==> src/board_ctrl_pkg.sv <==
package board_ctrl_pkg;

    // Register bus geometry
    localparam int OPB_DATA_W = 32; // Data path width
    localparam int OPB_ADDR_W = 16; // Byte address width

    // Register select carried from decode to the register stage
    typedef enum logic [2:0] {
        REG_NONE     = 3'd0, // Unmapped or idle
        REG_SP1      = 3'd1, // Scratchpad 1
        REG_SP2      = 3'd2, // Scratchpad 2
        REG_CLK_BASE = 3'd3, // Base prescale to 200 kHz
        REG_CLK_SLOW = 3'd4, // Slow divider from 2 kHz
        REG_WD_CTRL  = 3'd5, // Watchdog enable and tick count
        REG_ID       = 3'd6  // Read-only board ID
    } reg_sel_e;

    // Register map, full byte addresses
    localparam logic [OPB_ADDR_W-1:0] ADDR_SP1      = 16'h0000;
    localparam logic [OPB_ADDR_W-1:0] ADDR_SP2      = 16'h0004;
    localparam logic [OPB_ADDR_W-1:0] ADDR_CLK_BASE = 16'h0010;
    localparam logic [OPB_ADDR_W-1:0] ADDR_CLK_SLOW = 16'h0014;
    localparam logic [OPB_ADDR_W-1:0] ADDR_WD_CTRL  = 16'h0020;
    localparam logic [OPB_ADDR_W-1:0] ADDR_ID       = 16'h003C;

    // Board identification word
    localparam logic [OPB_DATA_W-1:0] BOARD_ID = 32'h0BC1_0100;

    // Timebase reset values
    localparam logic [15:0] CLK_BASE_DEFAULT = 16'd500;  // 100 MHz down to 200 kHz
    localparam logic [15:0] CLK_SLOW_DEFAULT = 16'd1000; // 2 kHz down to 1 Hz level toggle

    // Fixed ratios against the 200 kHz tick
    localparam logic [7:0] RATIO_20K   = 8'd10; // 200 kHz to 20 kHz
    localparam logic [7:0] RATIO_2K    = 8'd10; // 20 kHz to 2 kHz
    localparam logic [7:0] RATIO_100US = 8'd20; // 200 kHz to 10 kHz

    // Watchdog reset values
    localparam logic [7:0] WD_TICKS_DEFAULT = 8'd5; // 100 us ticks per toggle
    localparam logic       WD_EN_DEFAULT    = 1'b1; // Trigger runs out of reset

    // Watchdog control word layout
    localparam int WD_EN_BIT    = 0; // Enable bit
    localparam int WD_TICKS_LSB = 8; // Tick count field, 8 bits wide

endpackage

==> src/board_ctrl_top.sv <==
module board_ctrl_top import board_ctrl_pkg::*; (
    input  logic                  fpga_100m_clk, // System clock, 100 MHz
    input  logic                  arst_n,        // Async reset, active low
    input  logic                  opb_re,        // Bus read strobe
    input  logic                  opb_we,        // Bus write strobe
    input  logic [OPB_ADDR_W-1:0] opb_addr,      // Bus byte address
    input  logic [OPB_DATA_W-1:0] opb_di,        // Bus write data
    output logic [OPB_DATA_W-1:0] opb_do,        // Bus read data
    output logic                  pulse_20khz,   // 20 kHz debug strobe
    output logic                  pulse_2khz,    // 2 kHz debug strobe
    output logic                  power_good,    // Slow square wave
    output logic                  wd_trig        // External watchdog trigger
);

    // Decode to register stage
    logic                  req_re;
    logic                  req_we;
    reg_sel_e              req_sel;
    logic [OPB_DATA_W-1:0] req_wdata;

    // Register stage to timebase and watchdog
    logic [15:0]           clk_base;
    logic [15:0]           clk_slow;
    logic                  tb_restart;
    logic                  wd_en;
    logic [7:0]            wd_ticks;
    logic                  tick_100us; // Timebase to watchdog

    opb_decode i_opb_decode (
        .fpga_100m_clk (fpga_100m_clk),
        .arst_n        (arst_n),
        .opb_re        (opb_re),
        .opb_we        (opb_we),
        .opb_addr      (opb_addr),
        .opb_di        (opb_di),
        .req_re        (req_re),
        .req_we        (req_we),
        .req_sel       (req_sel),
        .req_wdata     (req_wdata)
    );

    ctrl_regs i_ctrl_regs (
        .fpga_100m_clk (fpga_100m_clk),
        .arst_n        (arst_n),
        .req_re        (req_re),
        .req_we        (req_we),
        .req_sel       (req_sel),
        .req_wdata     (req_wdata),
        .opb_do        (opb_do),
        .clk_base      (clk_base),
        .clk_slow      (clk_slow),
        .tb_restart    (tb_restart),
        .wd_en         (wd_en),
        .wd_ticks      (wd_ticks)
    );

    pulse_gen i_pulse_gen (
        .fpga_100m_clk (fpga_100m_clk),
        .arst_n        (arst_n),
        .clk_base      (clk_base),
        .clk_slow      (clk_slow),
        .tb_restart    (tb_restart),
        .tick_100us    (tick_100us),
        .pulse_20khz   (pulse_20khz),
        .pulse_2khz    (pulse_2khz),
        .power_good    (power_good)
    );

    wd_trigger i_wd_trigger (
        .fpga_100m_clk (fpga_100m_clk),
        .arst_n        (arst_n),
        .tick_100us    (tick_100us),
        .wd_en         (wd_en),
        .wd_ticks      (wd_ticks),
        .wd_trig       (wd_trig)
    );

endmodule

==> src/ctrl_regs.sv <==
module ctrl_regs import board_ctrl_pkg::*; (
    input  logic                  fpga_100m_clk, // System clock, 100 MHz
    input  logic                  arst_n,        // Async reset, active low
    input  logic                  req_re,        // Read request from decode
    input  logic                  req_we,        // Write request from decode
    input  reg_sel_e              req_sel,       // Target register
    input  logic [OPB_DATA_W-1:0] req_wdata,     // Write data
    output logic [OPB_DATA_W-1:0] opb_do,        // Read data, held until next read
    output logic [15:0]           clk_base,      // Base prescale to 200 kHz
    output logic [15:0]           clk_slow,      // Slow divider from 2 kHz
    output logic                  tb_restart,    // Timebase restart strobe
    output logic                  wd_en,         // Watchdog enable
    output logic [7:0]            wd_ticks       // 100 us ticks per toggle
);

    logic [OPB_DATA_W-1:0] sp1;      // Scratchpad 1
    logic [OPB_DATA_W-1:0] sp2;      // Scratchpad 2
    logic [OPB_DATA_W-1:0] rd_mux;   // Read mux result
    logic [OPB_DATA_W-1:0] wd_word;  // Watchdog control as seen on the bus
    logic                  clk_wr;   // Write hits a clock register

    // Enable in bit 0, tick count in bits 15:8
    always_comb begin
        wd_word                                = '0;
        wd_word[WD_EN_BIT]                     = wd_en;
        wd_word[WD_TICKS_LSB +: 8]             = wd_ticks;
    end

    assign clk_wr = req_we && ((req_sel == REG_CLK_BASE) || (req_sel == REG_CLK_SLOW));

    // Read mux, unmapped reads give zero
    always_comb begin
        case (req_sel)
            REG_SP1:      rd_mux = sp1;
            REG_SP2:      rd_mux = sp2;
            REG_CLK_BASE: rd_mux = {16'h0000, clk_base}; // Upper half reads zero
            REG_CLK_SLOW: rd_mux = {16'h0000, clk_slow};
            REG_WD_CTRL:  rd_mux = wd_word;
            REG_ID:       rd_mux = BOARD_ID;
            default:      rd_mux = '0;
        endcase
    end

    // Register file writes
    always_ff @(posedge fpga_100m_clk or negedge arst_n) begin
        if (!arst_n) begin
            sp1      <= '0;
            sp2      <= '0;
            clk_base <= CLK_BASE_DEFAULT;
            clk_slow <= CLK_SLOW_DEFAULT;
            wd_en    <= WD_EN_DEFAULT;
            wd_ticks <= WD_TICKS_DEFAULT;
        end else if (req_we) begin
            case (req_sel)
                REG_SP1: begin
                    sp1 <= req_wdata;
                end
                REG_SP2: begin
                    sp2 <= req_wdata;
                end
                REG_CLK_BASE: begin
                    clk_base <= req_wdata[15:0]; // Low half only
                end
                REG_CLK_SLOW: begin
                    clk_slow <= req_wdata[15:0];
                end
                REG_WD_CTRL: begin
                    wd_en    <= req_wdata[WD_EN_BIT];
                    wd_ticks <= req_wdata[WD_TICKS_LSB +: 8];
                end
                default: begin
                    // ID and unmapped writes are dropped
                end
            endcase
        end
    end

    // Restart strobe lines up with the new clock value
    always_ff @(posedge fpga_100m_clk or negedge arst_n) begin
        if (!arst_n) begin
            tb_restart <= 1'b0;
        end else begin
            tb_restart <= clk_wr; // One cycle, pulse_gen reloads on the next edge
        end
    end

    // Read data, loaded only on a read
    always_ff @(posedge fpga_100m_clk or negedge arst_n) begin
        if (!arst_n) begin
            opb_do <= '0;
        end else if (req_re) begin
            opb_do <= rd_mux; // Holds between reads
        end
    end

endmodule

==> src/opb_decode.sv <==
module opb_decode import board_ctrl_pkg::*; (
    input  logic                  fpga_100m_clk, // System clock, 100 MHz
    input  logic                  arst_n,        // Async reset, active low
    input  logic                  opb_re,        // Bus read strobe
    input  logic                  opb_we,        // Bus write strobe
    input  logic [OPB_ADDR_W-1:0] opb_addr,      // Bus byte address
    input  logic [OPB_DATA_W-1:0] opb_di,        // Bus write data
    output logic                  req_re,        // Registered read strobe
    output logic                  req_we,        // Registered write strobe
    output reg_sel_e              req_sel,       // Registered register select
    output logic [OPB_DATA_W-1:0] req_wdata      // Registered write data
);

    reg_sel_e addr_sel; // Map lookup of the live address

    // Full address compare, anything else falls to REG_NONE
    always_comb begin
        case (opb_addr)
            ADDR_SP1:      addr_sel = REG_SP1;
            ADDR_SP2:      addr_sel = REG_SP2;
            ADDR_CLK_BASE: addr_sel = REG_CLK_BASE;
            ADDR_CLK_SLOW: addr_sel = REG_CLK_SLOW;
            ADDR_WD_CTRL:  addr_sel = REG_WD_CTRL;
            ADDR_ID:       addr_sel = REG_ID;
            default:       addr_sel = REG_NONE;
        endcase
    end

    // Strobes and select, one request per cycle
    always_ff @(posedge fpga_100m_clk or negedge arst_n) begin
        if (!arst_n) begin
            req_re  <= 1'b0;
            req_we  <= 1'b0;
            req_sel <= REG_NONE;
        end else begin
            req_re  <= opb_re; // Drops back low when idle
            req_we  <= opb_we;
            if (opb_re || opb_we) begin
                req_sel <= addr_sel;
            end else begin
                req_sel <= REG_NONE; // Idle cycle selects nothing
            end
        end
    end

    // Write data only matters alongside req_we
    always_ff @(posedge fpga_100m_clk) begin
        if (opb_we) begin
            req_wdata <= opb_di; // Capture with the write strobe
        end
    end

endmodule

==> src/pulse_gen.sv <==
module pulse_gen import board_ctrl_pkg::*; (
    input  logic        fpga_100m_clk, // System clock, 100 MHz
    input  logic        arst_n,        // Async reset, active low
    input  logic [15:0] clk_base,      // Cycles per 200 kHz tick
    input  logic [15:0] clk_slow,      // 2 kHz strobes per power_good toggle
    input  logic        tb_restart,    // Reload every counter
    output logic        tick_100us,    // 10 kHz strobe for the watchdog
    output logic        pulse_20khz,   // 20 kHz debug strobe
    output logic        pulse_2khz,    // 2 kHz debug strobe
    output logic        power_good     // Slow square wave
);

    logic [15:0] pre_cnt;   // Prescale down-counter
    logic        tick_200k; // Internal 200 kHz strobe
    logic [7:0]  cnt_20k;   // Ratio counter to 20 kHz
    logic [7:0]  cnt_2k;    // Ratio counter to 2 kHz, steps on 20 kHz events
    logic [7:0]  cnt_100us; // Ratio counter to 100 us
    logic [15:0] slow_cnt;  // 2 kHz events per power_good toggle
    logic        fire_20k;  // 20 kHz event this cycle
    logic        fire_2k;   // 2 kHz event this cycle

    // Both derived from the same tick so the 2 kHz strobe lands on a 20 kHz one
    assign fire_20k = tick_200k && (cnt_20k == 8'd0);
    assign fire_2k  = fire_20k && (cnt_2k == 8'd0);

    always_ff @(posedge fpga_100m_clk or negedge arst_n) begin
        if (!arst_n) begin
            pre_cnt     <= CLK_BASE_DEFAULT - 16'd1;
            tick_200k   <= 1'b0;
            cnt_20k     <= RATIO_20K - 8'd1;
            cnt_2k      <= RATIO_2K - 8'd1;
            cnt_100us   <= RATIO_100US - 8'd1;
            slow_cnt    <= CLK_SLOW_DEFAULT - 16'd1;
            tick_100us  <= 1'b0;
            pulse_20khz <= 1'b0;
            pulse_2khz  <= 1'b0;
            power_good  <= 1'b0;
        end else if (tb_restart) begin
            pre_cnt     <= clk_base - 16'd1; // New prescale takes effect here
            tick_200k   <= 1'b0;
            cnt_20k     <= RATIO_20K - 8'd1;
            cnt_2k      <= RATIO_2K - 8'd1;
            cnt_100us   <= RATIO_100US - 8'd1;
            slow_cnt    <= clk_slow - 16'd1;
            tick_100us  <= 1'b0;
            pulse_20khz <= 1'b0;
            pulse_2khz  <= 1'b0;
            power_good  <= 1'b0; // Known phase after restart
        end else begin
            // Prescale, one tick every clk_base cycles
            if (pre_cnt == 16'd0) begin
                pre_cnt   <= clk_base - 16'd1;
                tick_200k <= 1'b1;
            end else begin
                pre_cnt   <= pre_cnt - 16'd1;
                tick_200k <= 1'b0;
            end

            // 20 kHz
            if (tick_200k) begin
                cnt_20k <= (cnt_20k == 8'd0) ? RATIO_20K - 8'd1 : cnt_20k - 8'd1;
            end
            pulse_20khz <= fire_20k;

            // 2 kHz, counts 20 kHz events
            if (fire_20k) begin
                cnt_2k <= (cnt_2k == 8'd0) ? RATIO_2K - 8'd1 : cnt_2k - 8'd1;
            end
            pulse_2khz <= fire_2k;

            // 100 us
            if (tick_200k) begin
                cnt_100us <= (cnt_100us == 8'd0) ? RATIO_100US - 8'd1 : cnt_100us - 8'd1;
            end
            tick_100us <= tick_200k && (cnt_100us == 8'd0);

            // Slow level, toggles every clk_slow 2 kHz events
            if (fire_2k) begin
                if (slow_cnt == 16'd0) begin
                    slow_cnt   <= clk_slow - 16'd1;
                    power_good <= ~power_good;
                end else begin
                    slow_cnt <= slow_cnt - 16'd1;
                end
            end
        end
    end

endmodule

==> src/wd_trigger.sv <==
module wd_trigger import board_ctrl_pkg::*; (
    input  logic       fpga_100m_clk, // System clock, 100 MHz
    input  logic       arst_n,        // Async reset, active low
    input  logic       tick_100us,    // Counting strobe from the timebase
    input  logic       wd_en,         // Enable, low parks the trigger
    input  logic [7:0] wd_ticks,      // Ticks per toggle
    output logic       wd_trig        // Level to the external watchdog
);

    logic [7:0] wd_cnt;   // Ticks seen since the last toggle
    logic [7:0] wd_next;  // Count including the current tick
    logic       wd_done;  // Toggle point reached

    assign wd_next = wd_cnt + 8'd1;
    assign wd_done = (wd_next >= wd_ticks); // Also catches a lowered tick count

    always_ff @(posedge fpga_100m_clk or negedge arst_n) begin
        if (!arst_n) begin
            wd_cnt  <= 8'd0;
            wd_trig <= 1'b0;
        end else if (!wd_en) begin
            wd_cnt  <= 8'd0; // Count restarts from zero on re-enable
            wd_trig <= 1'b0; // Held low while disabled
        end else if (tick_100us) begin
            if (wd_done) begin
                wd_cnt  <= 8'd0;
                wd_trig <= ~wd_trig; // Keeps the watchdog alive
            end else begin
                wd_cnt <= wd_next;
            end
        end
    end

endmodule
==> config.mk <==
export PLATFORM = sky130hd
export DESIGN_NAME = board_ctrl_top
export DESIGN_NICKNAME = d
export VERILOG_FILES = /design/src/board_ctrl_pkg.sv /design/src/board_ctrl_top.sv /design/src/ctrl_regs.sv /design/src/opb_decode.sv /design/src/pulse_gen.sv /design/src/wd_trigger.sv
export SDC_FILE = /design/constraint.sdc
export NUM_CORES = 1
export LEC_CHECK = 0
export ABC_AREA = 1
export BUFFER_PORTS_ARGS = -buffer_cell sky130_fd_sc_hd__buf_2
export CAP_MARGIN = 0
export CORE_ASPECT_RATIO = 0.9
export CORE_MARGIN = 2
export CORE_UTILIZATION = 45
export CTS_BUF_LIST = sky130_fd_sc_hd__clkbuf_4
export CTS_CLUSTER_DIAMETER = 150
export CTS_CLUSTER_SIZE = 30
export DETAILED_ROUTE_END_ITERATION = 8
export GPL_TIMING_DRIVEN = 0
export PLACE_DENSITY_LB_ADDON = 0.08
export SETUP_SLACK_MARGIN = 0.05
export SYNTH_ARGS = -nofsm -noshare
export SYNTH_HDL_FRONTEND = slang
export SYNTH_SLANG_ARGS = --single-unit
==> constraint.sdc <==
create_clock -name fpga_100m_clk -period 3 [get_ports fpga_100m_clk]
set_clock_uncertainty 0.2 [all_clocks]
set_input_delay 0.6 -clock fpga_100m_clk [delete_from_list [all_inputs] [get_ports fpga_100m_clk]]
set_output_delay 0.6 -clock fpga_100m_clk [all_outputs]
set_load 0.1 [all_outputs]
==> results, run 1 <==
- Across all layers, the routed design uses 9635 vias.
- Summed over all nets, the switching power comes to 1.28 mW.
- The clock sink count is 245.
- After the last flow step, the layout net total stands at between 1500 and 2000.
- The transition time of the tightest slew-check pin is 0.868 ns.
- In this run the number of H-tree levels came out at 1.
- During synthesis, Yosys emitted a total of 0 warnings.
- The post-route netlist has 15.3% of its cells at a drive strength greater than 1.
- Headroom to the max-slew limit came out at 42.2%.
- The final-report max-slew violation count came to 0.
- The number of top-level pins is between 80 and 90.
- The net count of the mapped netlist is 1488.
- The total half-perimeter wirelength after legalization and detailed placement is about 22 mm.
- The worst path uses 90.2% of the clock period.
- The critical path class is reg -> reg.
- Across all hold checks on the routed design, the worst slack comes to between 0.08 and 0.09 ns.
- The sequential element share of the synthesized area is 52.2%.
- For this run, the total global-route usage over all layers was measured as 21.9%.
- The total wire length is roughly 30 mm.
- The die covers 0.0283 mm2.
- Overall power consumption after layout is estimated at 5.15 mW.
- The required time of the critical path is 3.45 ns.
- Across the run, the number of max-cap violations was 0.
- In this run the clock root is driven by a sky130_fd_sc_hd__clkbuf_4.
- The sequential fraction of design power is about two thirds.
- Setup violations remaining at the end of the flow were counted as 0.
- The worst path arrival time is 3.15 ns.
- The routed design could run at a clock period as short as 2.70 ns.
- In this run, the clock network consumes 26.3% of the power.
- In this run the deepest clock path goes through 3 buffers.
- The hold violation count in the final report was 0.
- The floorplan has 57 rows.
- The synthesis-to-finish area growth is 12.0%.
- In the routed layout, each cell is associated on average with a via count of 5.03.
- The pin count of the biggest net entering global routing is approximately 120.
- The path category of the worst min-delay check is in -> reg.
- During placement, the flow inserted port buffers numbering just under 90.
- The minimum setup slack among reg-to-reg paths is between 0.2 and 0.3 ns.
- The worst hold path depth is 4.
- Once the floorplan was initialized, standard cells occupied approximately 45% of the core.
- The power share of the combinational group is 5.6%.
- Along the worst path, the maximum fanout reaches 10.
- The largest voltage drop on the vdd net is 0.441 mV.
- The capturing point of the worst reg2reg path is i_wd_trigger.wd_cnt[0]$_DFFE_PN0P_.
- After synthesis, the mean cell area works out to 8.57 um2.
- The startpoint of the lowest-slack hold path is opb_addr[2].
- Once layout is done, the placed cells without fillers occupy 0.0136 mm2.
- At the later pin of the worst-skew pair, clock insertion delay measures 0.71 ns.
- Counting the buffers created by CTS gives 12.
- The violation count after the first detailed-routing iteration is 724.
- In the routed design, unresolved DRC markers number 0.
- The flow ran to the end, and the final reports show no timing, DRC or antenna violations.
- The internal portion of the total power is between 3 and 4 mW.
- After clock tree synthesis, the clock-pin slew on the worst setup and hold paths is 0.30 ns.
- For the worst flop-to-flop path, the logic depth is 9.
- The first-pass iteration count of the detailed router is 5.
- The power density over the cells is 379 mW/mm2.
- The placer's final routability congestion estimate is 0.833.
- The count of antenna-violating nets left after detailed routing is 0.
- The clock tree from TritonCTS is built.
- Setup repair after global routing left no endpoint under its margin.
- The top achievable clock speed is 0.370 GHz.
- The worst setup path is captured at a flip-flop.
- The via count of the first global-routing pass is a little over 9000.
- Summing all placed instances gives a cell area of 0.0130 mm2.
- For this run the aggregate overflow at the end of global routing stands at 0.
- The sort of element at the start of the critical path is a flip-flop.
- The die height is roughly 160 um.
- The count of distinct cell types in the synthesized netlist is 48.
- The global-route wire length before repair is 49.7 mm.
- The worst hold path terminates at i_opb_decode.req_sel[1]$_DFF_PN0_.
- The worst register-to-register path begins at i_wd_trigger.wd_cnt[2]$_DFFE_PN0P_.
- The width of the die is about 180 um.
- Net switching is 24.9% of the power.
- The register bit total from synthesis is approximately 250.
- In the final routed layout, each cell accounts on average for 15.9 um.
- The leakage power of the design is roughly 6.6 nW.
- The synthesized instance count is 1415.
- The area of the mapped netlist is 0.0121 mm2.
- In this run the post-CTS setup repair buffer count came out at 0.
- The total area inside the core boundary comes to around 0.027 mm2.
- The total of fill cells in the finished design is 2615.
- The initial antenna violation count is 1.
worst max-delay path: stages, from the launching register on:
cell and delay [ns]:
sky130_fd_sc_hd__dfrtp_1 0.46, sky130_fd_sc_hd__inv_1 0.07, sky130_fd_sc_hd__nor3_2 0.36, sky130_fd_sc_hd__nand3_1 0.14
sky130_fd_sc_hd__and2_1 0.20, sky130_fd_sc_hd__ha_1 0.29, sky130_fd_sc_hd__a21oi_1 0.15, sky130_fd_sc_hd__o21a_1 0.14
sky130_fd_sc_hd__nand4_1 0.36, sky130_fd_sc_hd__o21ai_0 0.28
cells by family after synthesis:
family	share of synthesized area, %
xor gates and xnor gates	3.68
adders and majority gates	2.17
DFF	52.2
buffers and inverters	7.04
and+or+nand+nor	23.7
AOI/OAI and AO/OA	11.2
routing by layer:
metal	global-route usage [%]	vias up	share of wire, %
met2	32.9	199	43
met5	0	-	0
met3	1.90	28	4.0
met1	34.7	4559	51
met4	4.17	0	1.7
li1	-	4849	-
flip-flops by register name, indices dropped and copies added (netlist names), 3 cells and up:
| register | count |
|---|---|
| i_ctrl_regs.wd_ticks | 8 |
| i_opb_decode.req_wdata | 32 |
| i_wd_trigger.wd_cnt | 8 |
| i_pulse_gen.cnt_2k | 8 |
| i_pulse_gen.cnt_20k | 8 |
| i_pulse_gen.cnt_100us | 8 |
| i_ctrl_regs.clk_base | 16 |
| i_pulse_gen.pre_cnt | 16 |
| i_opb_decode.req_sel | 3 |
| i_ctrl_regs.clk_slow | 16 |
| i_ctrl_regs.sp2 | 32 |
| i_pulse_gen.slow_cnt | 16 |
| i_ctrl_regs.opb_do | 32 |
| i_ctrl_regs.sp1 | 32 |
placed cells by master, fill, tap and decap left out, types with 12 or more instances in the layout:
cell type / Yosys / layout
sky130_fd_sc_hd__o21ai_0: 80 / 80
sky130_fd_sc_hd__clkbuf_4: 0 / 19
sky130_fd_sc_hd__dfstp_2: 37 / 37
sky130_fd_sc_hd__dfrtp_1: 176 / 176
sky130_fd_sc_hd__nand4_1: 19 / 19
sky130_fd_sc_hd__nand3_1: 82 / 82
sky130_fd_sc_hd__edfxtp_1: 32 / 32
sky130_fd_sc_hd__a22o_1: 12 / 12
sky130_fd_sc_hd__ha_1: 21 / 21
sky130_fd_sc_hd__nor2_1: 105 / 105
sky130_fd_sc_hd__nand2_1: 424 / 424
sky130_fd_sc_hd__o22ai_1: 15 / 15
sky130_fd_sc_hd__dlygate4sd3_1: 0 / 37
sky130_fd_sc_hd__o21ai_2: 32 / 32
sky130_fd_sc_hd__nor3_1: 15 / 15
sky130_fd_sc_hd__buf_2: 10 / 96
sky130_fd_sc_hd__xor2_1: 41 / 41
sky130_fd_sc_hd__a21oi_1: 19 / 19
sky130_fd_sc_hd__o21ai_1: 42 / 42
sky130_fd_sc_hd__inv_1: 146 / 146
worst max path at each step:
stage / endpoint / from / cells past startpoint / slack (ns)
2_1_floorplan: i_wd_trigger.wd_trig$_DFFE_PN0P_ / i_wd_trigger.wd_cnt[2]$_DFFE_PN0P_ / 11 / 0.71
3_3_place_gp: i_wd_trigger.wd_cnt[7]$_DFFE_PN0P_ / arst_n / 1 / -2.79
3_5_place_dp: i_wd_trigger.wd_cnt[4]$_DFFE_PN0P_ / i_wd_trigger.wd_cnt[2]$_DFFE_PN0P_ / 9 / 0.31
4_1_cts: i_wd_trigger.wd_cnt[4]$_DFFE_PN0P_ / i_wd_trigger.wd_cnt[2]$_DFFE_PN0P_ / 9 / 0.27
5_1_grt: i_wd_trigger.wd_cnt[7]$_DFFE_PN0P_ / i_wd_trigger.wd_cnt[2]$_DFFE_PN0P_ / 9 / 0.06
6_report: i_wd_trigger.wd_cnt[0]$_DFFE_PN0P_ / i_wd_trigger.wd_cnt[2]$_DFFE_PN0P_ / 9 / 0.30
per-stage QoR:
stage	utilization (%)	TNS, ns	setup WS, ns	instances
final	50.8	0	0.295	1915
after global routing	50.8	0	0.0598	1915
after CTS	50.8	0	0.272	1914
after detailed placement	48.8	0	0.310	1857
after global placement	48.7	-538.01	-2.79	1856
after floorplan	-	0	0.714	1415
final cells by class:
type,instances,area (um2),share of cell area [%]
plain buffers,41,273,2.01
well taps,354,443,3.26
diodes,1,2.50,0.0184
multi-input cells,974,4940,36.3
flip-flops and latches,245,6340,46.6
clock buffers,19,143,1.05
repair buffers,125,843,6.20
clock inverters,1,30.0,0.221
inverters,155,582,4.28
cells in the mapped netlist (all sizes together):
master / count / area, um2
edfxtp: 32 / 961
o221ai: 2 / 17.5
o211ai: 3 / 22.5
xor2: 41 / 359
o32ai: 1 / 8.76
or2: 5 / 31.3
and2: 1 / 6.26
o2111ai: 6 / 52.6
ha: 21 / 263
o21ai: 154 / 891
inv: 153 / 574
a22oi: 1 / 7.51
nor3b: 3 / 22.5
a21oi: 19 / 95.1
nor2: 113 / 459
and3: 1 / 6.26
buf: 31 / 234
nor3: 19 / 128
o21a: 1 / 7.51
a21o: 6 / 45.0
nand2: 432 / 1650
nand3b: 3 / 22.5
dfstp: 37 / 972
clkinv: 2 / 7.51
a31oi: 1 / 6.26
dfrtp: 176 / 4400
o31ai: 1 / 7.51
clkbuf: 10 / 38.8
a22o: 12 / 105
o22ai: 15 / 93.8
nand4: 19 / 119
xnor2: 10 / 87.6
nand3: 84 / 430
power groups by stage:
stage               Combinational (mW)  Clock, mW  Sequential, mW
floorplan                        0.105          0            3.55
global placement                 0.253          0            3.56
detailed placement               0.260          0            3.56
CTS                              0.296       1.40            3.51
global route                     0.330       1.52            3.52
finish                           0.290       1.35            3.50
repair_timing:
action,CTS,global route
endpoints found under the hold margin,111,0
hold buffers,37,0
resized for setup,0,0
(Power assumes the default switching activity.)
==> run 2, diff against run 1 <==
==> constraint.sdc (replaced) <==
create_clock -name fpga_100m_clk -period 2.8 [get_ports fpga_100m_clk]
set_clock_uncertainty 0.2 [all_clocks]
set_input_delay 0.56 -clock fpga_100m_clk [delete_from_list [all_inputs] [get_ports fpga_100m_clk]]
set_output_delay 0.56 -clock fpga_100m_clk [all_outputs]
set_load 0.1 [all_outputs]
==> results, run 2 (synthesis results as in run 1) <==
- The worst path arrival time was 2.92 ns (was 3.15 ns).
- The synthesis-to-finish area growth is 12.2% (was 12.0%).
- The total power consumption of the routed design came to 5.51 mW (was 5.15 mW).
- The pin count of the biggest net entering global routing is 116 (unchanged).
- The die height is 160 um (unchanged).
- The first-pass iteration count of the detailed router is 5 (unchanged).
- The number of placement rows is 57 (unchanged).
- Top library cells by usage in the layout, fill and taps aside: sky130_fd_sc_hd__nand2_1, sky130_fd_sc_hd__dfrtp_1, sky130_fd_sc_hd__inv_1 (unchanged).
- The setup slack after layout came to 0.324 ns (was 0.295 ns).
- The required time of the critical path is 3.25 ns (was 3.45 ns).
- The DRC violation count after routing is 0 (unchanged).
- The number of top-level pins is 88 (unchanged).
- The hold violation count in the final report is 0 (unchanged).
- The minimum setup slack among reg-to-reg paths is 0.32 ns (was 0.30 ns).
- The clock root buffer is sky130_fd_sc_hd__clkbuf_4 (unchanged).
- The end-of-flow core utilization came to 50.9% (was 50.8%).
- The total global routing track utilization is 21.9% (unchanged).
- The remaining global-route overflow is 0 (unchanged).
- The maximum clock path buffer count is 3 (unchanged).
- The leakage power of the design is 6.62 nW (was 6.59 nW).
- The via count of the first global-routing pass came to 9157 (was 9150).
- The endpoint class of the critical path is a flip-flop (unchanged).
- The final worst-path cycle share is 88.4% (was 90.2%).
- The path category of the worst min-delay check is in -> reg (unchanged).
- The initial antenna violation count came to 1 (unchanged).
- The critical path class is reg -> reg (unchanged).
- The final-report max-slew violation count is 0 (unchanged).
- The placer's final routability congestion estimate is 0.833 (unchanged).
- The total wire length came to 30.4 mm (about the same).
- The floorplan core area is 0.0267 mm2 (unchanged).
- The ratio of cells with drive above 1 in the final layout was 15.3% (about the same).
- The worst relative slew slack is 42.2% (about the same).
- The violation count after the first detailed-routing iteration is 676 (was 724).
- The count of antenna-violating nets left after detailed routing is 0 (unchanged).
- The H-tree depth was 1 (unchanged).
- The ratio of routed vias to standard cells is 5.05 (was 5.03).
- The clock tree from TritonCTS is built (unchanged).
- The number of port buffers is 87 (unchanged).
- The largest voltage drop on the vdd net is 0.470 mV (was 0.441 mV).
- The worst slack at placement is 0.110 ns (was 0.310 ns).
- The transition time of the tightest slew-check pin came to 0.867 ns (was 0.868 ns).
- The clock-pin slew reported for the worst setup and hold paths after clock tree synthesis came to 0.30 ns (about the same).
- Status: finished clean (unchanged).
- The CTS buffer count is 12 (unchanged).
- The global-route wire length before repair is 49.7 mm (unchanged).
- The post-detailed-route wirelength per cell is 15.9 um (about the same).
- The power density over the cells was 405 mW/mm2 (was 379 mW/mm2).
- The total vias in the final route is 9677 (was 9635).
- The effective utilization at floorplan was 45.4% (unchanged).
- The die area is 0.0283 mm2 (unchanged).
- The layout net count was 1629 (was 1627).
- The reported max-cap violation count is 0 (unchanged).
- The final critical path time including I/O delays and setup came to 2.48 ns (was 2.70 ns).
- The top achievable clock speed is 0.404 GHz (was 0.370 GHz).
- Unrepaired setup endpoints after global routing: no (unchanged).
- The total half-perimeter wirelength after legalization and detailed placement is 21.7 mm (unchanged).
- The commonest non-fill, non-tap cell in the layout was sky130_fd_sc_hd__nand2_1 (unchanged).
- The width of the die was 177 um (unchanged).
- The sort of element at the start of the critical path was a flip-flop (unchanged).
- The largest driver fanout on the critical path was 10 (unchanged).
- The later-pin clock latency in the skew report was 0.70 ns (was 0.71 ns).
- The clock sink count is 245 (unchanged).
- The number of setup violations in the final report is 0 (unchanged).
run 2: changes by cell type in the layout (fill, tap and decap cells not counted):
cell	before	now
sky130_fd_sc_hd__buf_4	8	9
sky130_fd_sc_hd__nor3_2	2	1
sky130_fd_sc_hd__nor3_4	2	3
sky130_fd_sc_hd__dlygate4sd3_1	37	38
run 2: through the flow:
stage	hold slack, ns	cells	setup TNS [ns]	area [um2]
floorplan	0.0644	1415	0	12100
global placement	0.256	1856	-572.09	13000
detailed placement	0.262	1857	0	13000
CTS	0.0319	1915	0	13600
global route	0.0536	1917	0	13600
finish	0.0768	1917	0	13600
run 2: routing by layer:
layer / vias up / GRT usage [%] / wire, um
met5: - / 0 / 0
met4: 0 / 4.17 / 508
met3: 28 / 1.90 / 1110
met2: 182 / 33.0 / 13200
met1: 4612 / 34.7 / 15600
li1: 4855 / - / -
run 2: path summary, 6_finish.rpt:
check | depth (start not counted) | start | to
min | 5 | opb_addr[3] | i_opb_decode.req_sel[1]$_DFF_PN0_
max in group asynchronous | 3 | arst_n | i_ctrl_regs.opb_do[16]$_DFFE_PN0P_
min reg2reg | 2 | i_opb_decode.req_wdata[16]$_DFFE_PP_ | i_ctrl_regs.sp1[16]$_DFFE_PN0P_
min in group asynchronous | 2 | arst_n | i_pulse_gen.pre_cnt[2]$_DFF_PN0_
max | 13 | i_wd_trigger.wd_cnt[2]$_DFFE_PN0P_ | i_wd_trigger.wd_trig$_DFFE_PN0P_
max reg2reg | 13 | i_wd_trigger.wd_cnt[2]$_DFFE_PN0P_ | i_wd_trigger.wd_trig$_DFFE_PN0P_
run 2: layout make-up:
class	count	area, um2
clock buffers	19	143
plain buffers	41	273
clock inverters	1	30.0
fillers	2611	13100
flip-flops and latches	245	6340
diodes	1	2.50
repair buffers	127	861
multi-input cells	974	4950
well taps	354	443
inverters	155	582
run 2: what timing repair did:
item | 4_1_cts | 5_1_grt
setup buffers | 0 | 1
gates resized for setup | 0 | 1
hold endpoints to repair | 113 | 0
hold buffers | 38 | 0
endpoints found under the setup margin | 0 | 9
run 2: power by group:
group	switching, mW	leakage (nW)	internal (mW)	total (mW)
Sequential	0.0467	3.06	3.71	3.76
Clock	1.12	0.0988	0.327	1.45
Combinational	0.202	3.46	0.110	0.313
run 2: critical path, stage by stage, from the launching register on:
cell and delay (ns):
sky130_fd_sc_hd__dfrtp_1 0.45, sky130_fd_sc_hd__inv_1 0.09, sky130_fd_sc_hd__nor3_4 0.29, sky130_fd_sc_hd__nand3_1 0.13, sky130_fd_sc_hd__and2_1 0.19, sky130_fd_sc_hd__ha_1 0.29, sky130_fd_sc_hd__nand2_1 0.07, sky130_fd_sc_hd__nor2_1 0.16
sky130_fd_sc_hd__nand4_1 0.10, sky130_fd_sc_hd__nand4_1 0.11, sky130_fd_sc_hd__buf_4 0.18, sky130_fd_sc_hd__nand2_1 0.06, sky130_fd_sc_hd__nand2_1 0.07, sky130_fd_sc_hd__nand2_1 0.04
